===== config.mk =====
export PLATFORM = sky130hd
export DESIGN_NAME = memMux
export DESIGN_NICKNAME = d
export VERILOG_FILES = /design/src/rtl/memMuxPkg.sv /design/src/rtl/memMux.sv /design/src/rtl/requestArbiter.sv /design/src/rtl/responseMerge.sv /design/src/rtl/targetPort.sv
export VERILOG_INCLUDE_DIRS = /design/src /design/src/include
export SDC_FILE = /design/constraint.sdc
export NUM_CORES = 2
export LEC_CHECK = 0
export BUFFER_PORTS_ARGS = -buffer_cell sky130_fd_sc_hd__clkbuf_2
export CORE_MARGIN = 5
export CORE_UTILIZATION = 39
export CTS_BUF_LIST = sky130_fd_sc_hd__clkbuf_4 sky130_fd_sc_hd__clkbuf_8 sky130_fd_sc_hd__clkbuf_16
export CTS_CLUSTER_SIZE = 24
export DETAILED_ROUTE_END_ITERATION = 8
export MAX_ROUTING_LAYER = met4
export PLACE_DENSITY_LB_ADDON = 0.12
export REMOVE_ABC_BUFFERS = 1
export SYNTH_ARGS = -nofsm -noshare
export SYNTH_HDL_FRONTEND = slang
export SYNTH_SLANG_ARGS = --single-unit

===== constraint.sdc =====
create_clock -name CLK -period 6.35 [get_ports CLK]
set_input_delay 1.27 -clock CLK [delete_from_list [all_inputs] [get_ports CLK]]
set_output_delay 1.27 -clock CLK [all_outputs]
set_load 0.005 [all_outputs]

===== src/include/memMux_params.svh =====
`ifndef MEMMUX_PARAMS_SVH
`define MEMMUX_PARAMS_SVH

// ----------------------------------------------------------------------
// channel side
// ----------------------------------------------------------------------
`define MM_CHANNELS 6
// neighbour core, highest priority
`define MM_HCHAN 5
`define MM_CHAN_W 3
// caller tag carried through unchanged
`define MM_SRCTAG_W 13

// ----------------------------------------------------------------------
// memory bus and targets
// ----------------------------------------------------------------------
`define MM_ADDR_W 45
`define MM_DATA_W 64
`define MM_TARGETS 3
`define MM_TGT_FLASH 0
`define MM_TGT_SDRAM 1
`define MM_TGT_IO 2

// response FIFO per target, count saturates at full
`define MM_FIFO_DEPTH 16
`define MM_FIFO_CNT_W 4

// address map, I/O runs to the top of the space
`define MM_FLASH_END 45'h0000_4000_0000
`define MM_IO_BASE 45'h1FFF_FFFF_0000

`endif


===== src/rtl/memMuxPkg.sv =====
`default_nettype none

`include "memMux_params.svh"

package memMuxPkg;

	// ------------------------------------------------------------------
	// lane code, low address bits and transfer size
	// ------------------------------------------------------------------

	// size field: 0 byte, 1 half, 2 word, 3 double
	typedef struct packed {
		logic [2:0] offset;
		logic [1:0] size;
	} laneFieldsT;

	// same 5 bits seen as one case selector or as its two fields
	typedef union packed {
		logic [4:0] code;
		laneFieldsT fields;
	} laneCodeT;

	// ------------------------------------------------------------------
	// tag sent with every bus request and echoed by the target
	// ------------------------------------------------------------------
	typedef struct packed {
		laneCodeT lane;
		logic [`MM_CHAN_W-1:0] chan;
		logic [`MM_SRCTAG_W-1:0] srcTag;
	} memTagT;

endpackage

`default_nettype wire


===== src/rtl/memMux.sv =====
`default_nettype none
`timescale 1ns/1ps

`include "memMux_params.svh"

module memMux import memMuxPkg::*; (
	input wire CLK,
	input wire RESETn,
	// channel requests
	input wire [`MM_CHANNELS-1:0] reqValid,
	input wire [`MM_CHANNELS-1:0] reqWrite,
	input wire [1:0] reqSize [`MM_CHANNELS],
	input wire [`MM_ADDR_W-1:0] reqAddr [`MM_CHANNELS],
	input wire [`MM_DATA_W-1:0] reqData [`MM_CHANNELS],
	input wire [`MM_SRCTAG_W-1:0] reqTag [`MM_CHANNELS],
	output wire [`MM_CHANNELS-1:0] reqReady,
	// shared memory bus
	output wire memWrite,
	output wire [`MM_ADDR_W-1:0] memAddr,
	output wire [`MM_DATA_W-1:0] memData,
	output wire [`MM_DATA_W/8-1:0] memByteEnN,
	output wire memTagT memTag,
	// per target handshake and responses
	output wire [`MM_TARGETS-1:0] act,
	input wire [`MM_TARGETS-1:0] next,
	input wire [`MM_TARGETS-1:0] rdDrdy,
	input wire [`MM_DATA_W-1:0] rdData [`MM_TARGETS],
	input wire memTagT rdTag [`MM_TARGETS],
	// channel responses
	output wire [`MM_CHANNELS-1:0] respValid,
	output wire [`MM_DATA_W-1:0] respData,
	output wire [`MM_SRCTAG_W-1:0] respTag,
	output wire [1:0] respSize
);

	wire busValid;
	wire [`MM_TARGETS-1:0] busTarget;
	wire [`MM_TARGETS-1:0] busTaken;
	wire [`MM_DATA_W-1:0] fifoData [`MM_TARGETS];
	wire memTagT fifoTag [`MM_TARGETS];
	wire [`MM_TARGETS-1:0] fifoEmpty;
	wire [`MM_FIFO_CNT_W-1:0] fifoCount [`MM_TARGETS];
	wire [`MM_TARGETS-1:0] fifoPop;

	requestArbiter arbiter (
		.CLK(CLK),
		.RESETn(RESETn),
		.reqValid(reqValid),
		.reqWrite(reqWrite),
		.reqSize(reqSize),
		.reqAddr(reqAddr),
		.reqData(reqData),
		.reqTag(reqTag),
		.busTaken(busTaken),
		.reqReady(reqReady),
		.busValid(busValid),
		.busTarget(busTarget),
		.memWrite(memWrite),
		.memAddr(memAddr),
		.memData(memData),
		.memByteEnN(memByteEnN),
		.memTag(memTag)
	);

	// flash, SDRAM and I/O in target index order
	for (genvar t = 0; t < `MM_TARGETS; t++) begin : gTarget
		targetPort port (
			.CLK(CLK),
			.RESETn(RESETn),
			.busValid(busValid),
			.busSelect(busTarget[t]),
			.next(next[t]),
			.rdDrdy(rdDrdy[t]),
			.rdData(rdData[t]),
			.rdTag(rdTag[t]),
			.fifoPop(fifoPop[t]),
			.act(act[t]),
			.busTaken(busTaken[t]),
			.fifoData(fifoData[t]),
			.fifoTag(fifoTag[t]),
			.fifoEmpty(fifoEmpty[t]),
			.fifoCount(fifoCount[t])
		);
	end

	responseMerge merge (
		.CLK(CLK),
		.RESETn(RESETn),
		.fifoData(fifoData),
		.fifoTag(fifoTag),
		.fifoEmpty(fifoEmpty),
		.fifoCount(fifoCount),
		.fifoPop(fifoPop),
		.respValid(respValid),
		.respData(respData),
		.respTag(respTag),
		.respSize(respSize)
	);

endmodule

`default_nettype wire


===== src/rtl/requestArbiter.sv =====
`default_nettype none
`timescale 1ns/1ps

`include "memMux_params.svh"

module requestArbiter import memMuxPkg::*; (
	input wire CLK,
	input wire RESETn,
	input wire [`MM_CHANNELS-1:0] reqValid,
	input wire [`MM_CHANNELS-1:0] reqWrite,
	input wire [1:0] reqSize [`MM_CHANNELS],
	input wire [`MM_ADDR_W-1:0] reqAddr [`MM_CHANNELS],
	input wire [`MM_DATA_W-1:0] reqData [`MM_CHANNELS],
	input wire [`MM_SRCTAG_W-1:0] reqTag [`MM_CHANNELS],
	input wire [`MM_TARGETS-1:0] busTaken,
	output logic [`MM_CHANNELS-1:0] reqReady,
	output logic busValid,
	output logic [`MM_TARGETS-1:0] busTarget,
	output logic memWrite,
	output logic [`MM_ADDR_W-1:0] memAddr,
	output logic [`MM_DATA_W-1:0] memData,
	output logic [`MM_DATA_W/8-1:0] memByteEnN,
	output memTagT memTag
);

	logic [`MM_CHAN_W-1:0] winIdx;
	logic [`MM_ADDR_W-1:0] winAddr;
	laneCodeT winLane;
	logic stageFree;
	logic accept;

	// active low enables, unit aligned down to its own size
	function automatic logic [`MM_DATA_W/8-1:0] laneEnN(laneCodeT lc);
		logic [`MM_DATA_W/8-1:0] unit;
		logic [2:0] base;
		case (lc.fields.size)
			2'd0: unit = 8'b0000_0001;
			2'd1: unit = 8'b0000_0011;
			2'd2: unit = 8'b0000_1111;
			default: unit = 8'b1111_1111;
		endcase
		base = lc.fields.offset & ~((3'd1 << lc.fields.size) - 3'd1);
		return ~(unit << base);
	endfunction

	// copy the low unit into every lane
	function automatic logic [`MM_DATA_W-1:0] replicate(logic [`MM_DATA_W-1:0] d,
			logic [1:0] size);
		case (size)
			2'd0: return {8{d[7:0]}};
			2'd1: return {4{d[15:0]}};
			2'd2: return {2{d[31:0]}};
			default: return d;
		endcase
	endfunction

	function automatic logic [`MM_TARGETS-1:0] decodeTarget(logic [`MM_ADDR_W-1:0] a);
		logic [`MM_TARGETS-1:0] hot;
		hot = '0;
		if (a < `MM_FLASH_END)
			hot[`MM_TGT_FLASH] = 1'b1;
		else if (a < `MM_IO_BASE)
			hot[`MM_TGT_SDRAM] = 1'b1;
		else
			hot[`MM_TGT_IO] = 1'b1;
		return hot;
	endfunction

	// ------------------------------------------------------------------
	// fixed priority, neighbour first then lowest channel number
	// ------------------------------------------------------------------
	always_comb begin
		winIdx = '0;
		for (int c = `MM_CHANNELS - 1; c >= 0; c--) begin
			if (reqValid[c] && c != `MM_HCHAN)
				winIdx = c[`MM_CHAN_W-1:0];
		end
		if (reqValid[`MM_HCHAN])
			winIdx = `MM_HCHAN;

		winAddr = reqAddr[winIdx];
		winLane.fields.offset = winAddr[2:0];
		winLane.fields.size = reqSize[winIdx];

		// stage can take a new request while its current one leaves
		stageFree = !busValid || (|busTaken);
		accept = (|reqValid) && stageFree;

		reqReady = '0;
		if (accept)
			reqReady[winIdx] = 1'b1;
	end

	always_ff @(posedge CLK) begin
		if (!RESETn) begin
			busValid <= 1'b0;
			busTarget <= '0;
		end else if (accept) begin
			busValid <= 1'b1;
			busTarget <= decodeTarget(winAddr);
		end else if (stageFree) begin
			busValid <= 1'b0;
			busTarget <= '0;
		end
	end

	// shared bus payload
	always_ff @(posedge CLK) begin
		if (accept) begin
			memWrite <= reqWrite[winIdx];
			memAddr <= winAddr;
			memData <= replicate(reqData[winIdx], reqSize[winIdx]);
			memByteEnN <= laneEnN(winLane);
			memTag.lane <= winLane;
			memTag.chan <= winIdx;
			memTag.srcTag <= reqTag[winIdx];
		end
	end

	busTargetOneHot: assert property (@(posedge CLK) disable iff (!RESETn)
		busValid |-> $onehot(busTarget))
		else $error("busTarget %b not one-hot while busValid", busTarget);

endmodule

`default_nettype wire


===== src/rtl/responseMerge.sv =====
`default_nettype none
`timescale 1ns/1ps

`include "memMux_params.svh"

module responseMerge import memMuxPkg::*; (
	input wire CLK,
	input wire RESETn,
	input wire [`MM_DATA_W-1:0] fifoData [`MM_TARGETS],
	input wire memTagT fifoTag [`MM_TARGETS],
	input wire [`MM_TARGETS-1:0] fifoEmpty,
	input wire [`MM_FIFO_CNT_W-1:0] fifoCount [`MM_TARGETS],
	output logic [`MM_TARGETS-1:0] fifoPop,
	output logic [`MM_CHANNELS-1:0] respValid,
	output logic [`MM_DATA_W-1:0] respData,
	output logic [`MM_SRCTAG_W-1:0] respTag,
	output logic [1:0] respSize
);

	int selIdx;
	logic found;
	logic [`MM_FIFO_CNT_W-1:0] bestCount;
	logic holdValid;
	logic [`MM_DATA_W-1:0] holdData;
	memTagT holdTag;
	logic [`MM_DATA_W-1:0] extData;
	logic [`MM_CHANNELS-1:0] chanHot;

	// ------------------------------------------------------------------
	// pick the fullest FIFO, lower target index on a tie
	// ------------------------------------------------------------------
	always_comb begin
		found = 1'b0;
		bestCount = '0;
		selIdx = 0;
		for (int t = 0; t < `MM_TARGETS; t++) begin
			if (!fifoEmpty[t] && (!found || fifoCount[t] > bestCount)) begin
				found = 1'b1;
				bestCount = fifoCount[t];
				selIdx = t;
			end
		end
		fifoPop = '0;
		if (found)
			fifoPop[selIdx] = 1'b1;
	end

	// holding register
	always_ff @(posedge CLK) begin
		if (!RESETn)
			holdValid <= 1'b0;
		else
			holdValid <= found;
	end

	always_ff @(posedge CLK) begin
		if (found) begin
			holdData <= fifoData[selIdx];
			holdTag <= fifoTag[selIdx];
		end
	end

	// ------------------------------------------------------------------
	// lane extraction and channel decode
	// ------------------------------------------------------------------
	always_comb begin
		extData = '0;
		casez (holdTag.lane.code)
			5'b???00: extData[7:0] = holdData[{holdTag.lane.fields.offset, 3'b000} +: 8];
			5'b00?01: extData[15:0] = holdData[15:0];
			5'b01?01: extData[15:0] = holdData[31:16];
			5'b10?01: extData[15:0] = holdData[47:32];
			5'b11?01: extData[15:0] = holdData[63:48];
			5'b0??10: extData[31:0] = holdData[31:0];
			5'b1??10: extData[31:0] = holdData[63:32];
			default: extData = holdData;
		endcase

		for (int c = 0; c < `MM_CHANNELS; c++)
			chanHot[c] = holdValid && (int'(holdTag.chan) == c);
	end

	always_ff @(posedge CLK) begin
		if (!RESETn)
			respValid <= '0;
		else
			respValid <= chanHot;
	end

	always_ff @(posedge CLK) begin
		if (holdValid) begin
			respData <= extData;
			respTag <= holdTag.srcTag;
			respSize <= holdTag.lane.fields.size;
		end
	end

	popAtMostOne: assert property (@(posedge CLK) disable iff (!RESETn)
		$onehot0(fifoPop))
		else $error("more than one FIFO popped, fifoPop %b", fifoPop);

	respOneChannel: assert property (@(posedge CLK) disable iff (!RESETn)
		$onehot0(respValid))
		else $error("respValid %b not one-hot", respValid);

endmodule

`default_nettype wire


===== src/rtl/targetPort.sv =====
`default_nettype none
`timescale 1ns/1ps

`include "memMux_params.svh"

module targetPort import memMuxPkg::*; (
	input wire CLK,
	input wire RESETn,
	input wire busValid,
	input wire busSelect,
	input wire next,
	input wire rdDrdy,
	input wire [`MM_DATA_W-1:0] rdData,
	input wire memTagT rdTag,
	input wire fifoPop,
	output logic act,
	output logic busTaken,
	output logic [`MM_DATA_W-1:0] fifoData,
	output memTagT fifoTag,
	output logic fifoEmpty,
	output logic [`MM_FIFO_CNT_W-1:0] fifoCount
);

	logic [`MM_DATA_W-1:0] dataMem [`MM_FIFO_DEPTH];
	memTagT tagMem [`MM_FIFO_DEPTH];
	// one extra bit tells full from empty
	logic [`MM_FIFO_CNT_W:0] wrPtr;
	logic [`MM_FIFO_CNT_W:0] rdPtr;
	logic [`MM_FIFO_CNT_W:0] fill;
	logic fifoFull;

	// ------------------------------------------------------------------
	// activation handshake
	// ------------------------------------------------------------------

	// act follows the registered bus stage, so it drops on the
	// edge that sees next unless a new request for us replaces it
	always_comb begin
		act = busValid & busSelect;
		busTaken = act & next;
	end

	// ------------------------------------------------------------------
	// response FIFO
	// ------------------------------------------------------------------
	always_comb begin
		fill = wrPtr - rdPtr;
		fifoEmpty = (fill == '0);
		fifoFull = fill[`MM_FIFO_CNT_W];
		// 16 entries still read as 15
		fifoCount = fifoFull ? '1 : fill[`MM_FIFO_CNT_W-1:0];
		fifoData = dataMem[rdPtr[`MM_FIFO_CNT_W-1:0]];
		fifoTag = tagMem[rdPtr[`MM_FIFO_CNT_W-1:0]];
	end

	always_ff @(posedge CLK) begin
		if (!RESETn) begin
			wrPtr <= '0;
			rdPtr <= '0;
		end else begin
			if (rdDrdy)
				wrPtr <= wrPtr + 1'b1;
			if (fifoPop)
				rdPtr <= rdPtr + 1'b1;
		end
	end

	always_ff @(posedge CLK) begin
		if (rdDrdy) begin
			dataMem[wrPtr[`MM_FIFO_CNT_W-1:0]] <= rdData;
			tagMem[wrPtr[`MM_FIFO_CNT_W-1:0]] <= rdTag;
		end
	end

	// target has no back-pressure, merge must keep up
	fifoNoOverflow: assert property (@(posedge CLK) disable iff (!RESETn)
		rdDrdy |-> !fifoFull)
		else $error("response written into a full FIFO");

	fifoNoUnderflow: assert property (@(posedge CLK) disable iff (!RESETn)
		fifoPop |-> !fifoEmpty)
		else $error("pop from an empty response FIFO");

endmodule

`default_nettype wire


==> results.py <==
metrics = {
    "outcome": {
        "outcome": "finished, final reports clean",
    },
    "floorplan": {
        "fp-row-count": 245,
        "boundaryPins": 1252,
        "coreArea_sq_um": 444500,
        "dieHeight_um": 677.4,
        "die_x_um": 677.4,
        "start_util": 0.3908,
        "die-area_sq_um": 458900,
    },
    "layout": {
        "multi_input_area_sq_um": 39230,
        "final-seq-area_sq_um": 132600,
        "nFillCells": 37520,
        "utilization": 0.4588,
        "final_cell_mix": "edfxtp_1 (4,380), mux4_2 (1,291), clkbuf_2 (1,250)",
        "final_common_cell": "edfxtp_1",
        "area_delta_synth_final_pct": 17.39,
        "layout.nets": 10300,
        "drive_gt1_frac": 0.3716,
    },
    "drt": {
        "antenna_left": 0,
        "drtIter0Drc": 9727,
        "vias_per_cell": 5.698,
        "route.detailed.drc": 0,
        "firstDrtPassIters": 7,
        "dr_total_vias": 90000,
        "wire_per_inst_um": 40.36,
        "wirelength_um": 637400,
    },
    "worst_hold_path": {
        "hp-start": "merge.holdTag[7]$_DFFE_PP_",
        "min_path_type": "flip-flop to flip-flop",
    },
    "clock_network": {
        "clock_latency_ns": 1.02,
        "cts_sinks": 4433,
        "clockBufferDepth": 4,
        "cts_tree": "built",
        "cts.htree.levels": 5,
        "clock-root-buffer": "clkbuf_16",
        "clk_pin_slew_ns": 0.06,
        "cts_buffers": 464,
    },
    "worst_setup_path": {
        "cp-startpoint": "gTarget[1].port.wrPtr[0]$_SDFFE_PN0P_",
        "cp.required_ns": 7.06,
        "path_max_fanout": 31,
        "reg2reg_slack_ns": 0.57,
        "reg2reg_from": "gTarget[1].port.wrPtr[0]$_SDFFE_PN0P_",
        "reg2regPathDepth": 27,
        "critPathLaunchType": "flip-flop",
        "crit_arrival_ns": 6.49,
        "critPathSlowestCell": "fa_1",
        "cpPeakStageDelay_ns": 0.41,
        "r2r_end": "merge.holdTag[19]$_DFFE_PP_",
        "critPathKind": "flip-flop to flip-flop",
        "end_kind": "flip-flop",
        "critPathCapture": "merge.holdTag[19]$_DFFE_PP_",
    },
    "sta": {
        "min_period_ns": 5.777,
        "maxSlewViolCount": 0,
        "hold_viol_final": 0,
        "setup_viol": 0,
        "rsz0062_at_grt": "false",
        "fmaxAchievable_mhz": 173.1,
        "finClkSkew_ns": 0.06623,
        "relSlewSlack": 0.1414,
        "finalCritPeriodShare": 0.9097,
        "worst_slew_pin_slew_ns": 1.287,
    },
    "power_and_ir_drop": {
        "ir_drop_mv": 0.3973,
        "clockPowerShare": 0.352,
        "pwr_density_cell_nw_per_um2": 374.4,
        "finalPower_mw": 76.34,
        "p_seq_frac": 0.461,
        "combPwrFrac": 0.187,
        "internal_power_mw": 55.40,
        "sw_frac_of_total": 0.2743,
        "p_switching_mw": 20.94,
        "p_leak_nw": 65.26,
    },
    "global_route": {
        "grt_pass1_wl_um": 846900,
        "grt_pass1_vias": 90270,
        "grt_max_degree": 112,
        "antenna_found_initial": 227,
        "grtUsageTotal": 0.2808,
        "gr-total-overflow": 0,
    },
    "logic_synthesis": {
        "netlist_area_sq_um": 173700,
        "syn-mean-instance-area_sq_um": 22.32,
        "async_flop_share": 0,
        "ys_types": 74,
        "ys_warn_count": 0,
        "synth_ff_type": "edfxtp_1",
        "seq_area_frac_synth": 0.7633,
        "synth_edf_count": 4380,
        "syn_inst": 7784,
        "synth_seq_cells": 4433,
    },
    "placed_design": {
        "hpwl_um": 426500,
        "gp_congestion": 1.042,
        "io_buffer_count": 1251,
    },
    "run": {
        "drv_cap": 0,
    },
}
stage by stage:
stage	instances	setup WS [ns]	cell area [sq um]	TNS (ns)	hold slack [ns]
2_1_floorplan	7325	-9.238	171800	-1375.94	0.4003
3_3_place_gp	14710	0.3693	188300	0	0.4020
3_5_place_dp	14710	0.4720	188300	0	0.4068
4_1_cts	15560	0.4183	203300	0	0.4264
5_1_grt	15770	0.1001	203900	0	0.4261
6_report	15790	0.5734	203900	0	0.4266
cell families after synthesis:
kind of cell               Yosys count  share of synthesized area
buffers and inverters              512                    0.01205
and+or+nand+nor                    723                    0.01907
AOI/OAI and AO/OA                  560                    0.02245
muxes                             1494                     0.1791
DFF                               4433                     0.7633
xor gates and xnor gates            24                   0.001210
adders and majority gates           38                   0.002867
repair_timing:
action | 4_1_cts | 5_1_grt
gates resized for setup | 0 | 1
setup endpoints to repair | 0 | 54
hold buffers | 0 | 0
setup buffers | 0 | 0
metal layers:
metal / global-route usage / up-vias / part of all wire
met2: 0.4740 / 3310 / 0.52
met5: - / - / 0
met3: 0.04638 / 864 / 0.052
met1: 0.3383 / 49380 / 0.38
li1: - / 36440 / -
met4: 0.1125 / 0 / 0.046
worst max-delay path: cells and delay by family (launching register included):
family | cells | cell delay (ns)
AOI/OAI and AO/OA | 11 | 1.98
adders and majority gates | 4 | 1.21
buffers and inverters | 5 | 0.84
and+or+nand+nor | 6 | 0.66
xor gates and xnor gates | 1 | 0.38
DFF | 1 | 0.36
layout make-up:
| type | count | share of cell area |
|---|---|---|
| diodes | 236 | 0.002896 |
| clock buffers | 582 | 0.06157 |
| clock inverters | 268 | 0.01223 |
| inverters | 53 | 0.001006 |
| multi-input cells | 2839 | 0.1924 |
| flip-flops and latches | 4433 | 0.6504 |
| well taps | 5928 | 0.03637 |
| repair buffers | 1454 | 0.04310 |
synthesized netlist by cell type (6+ instances only):
cell          n  area (sq um)
nor2b_1      14         87.58
o211a_1      16         160.2
and2_1       58         362.9
a22o_1        9         78.83
nor3b_1       6         45.04
a222oi_1     97         970.9
and3_1       43         269.0
edfxtp_1   4380        131500
a21oi_1     106         530.5
a221o_1       7         70.07
nand4_1      11         68.82
nand3_1      21         105.1
buf_4        13         97.59
nor3_1       25         125.1
o311ai_0      7         61.31
nand2_1     428          1607
ha_1         35         437.9
dfxtp_1      53          1061
xor2_1       11         96.34
o21a_1       16         120.1
or2_2         8         50.05
a31oi_1       7         43.79
xnor2_1      13         113.9
or3_1         7         43.79
a22oi_1      13         97.59
a221oi_1     25         219.0
nor2_1       70         262.8
a211oi_1      6         45.04
mux2i_1     203          2032
o21ai_0     179         895.9
nand2b_1      9         56.30
inv_1        50         187.7
buf_6         6         67.56
mux4_2     1291         29080
buf_1       106         397.9
buf_2        62         310.3
o211ai_1     38         285.3
o2111ai_1    10         87.58
clkbuf_1    272          1021
power groups by stage:
stage | clock network, mW | registers [mW] | logic [mW]
final | 26.9 | 35.2 | 14.3
after global routing | 28.7 | 35.2 | 15.2
after CTS | 27.5 | 35.2 | 14.6
after detailed placement | 0 | 35.8 | 14.5
after global placement | 0 | 35.8 | 14.4
after floorplan | 0 | 36.0 | 11.1
sequential cells by signal (all words and copies together) (netlist names), 20 cells and up, named ones only:
name                  cells
merge.respData           64
merge.holdData           64
gTarget.port.dataMem   3072
arbiter.memAddr          43
arbiter.memTag           20
merge.holdTag            21
gTarget.port.tagMem    1008
arbiter.memData          64
worst min path at each step:
| stage | end | slack [ns] | cells past startpoint |
|---|---|---|---|
| global placement | merge.respTag[4]$_DFFE_PP_ | 0.40 | 0 |
| detailed placement | merge.respTag[7]$_DFFE_PP_ | 0.41 | 0 |
| CTS | merge.respTag[3]$_DFFE_PP_ | 0.43 | 0 |
| floorplan | merge.respTag[0]$_DFFE_PP_ | 0.40 | 0 |
| finish | merge.respTag[7]$_DFFE_PP_ | 0.43 | 0 |
| global route | merge.respTag[3]$_DFFE_PP_ | 0.43 | 0 |
(Power assumes the default switching activity.)
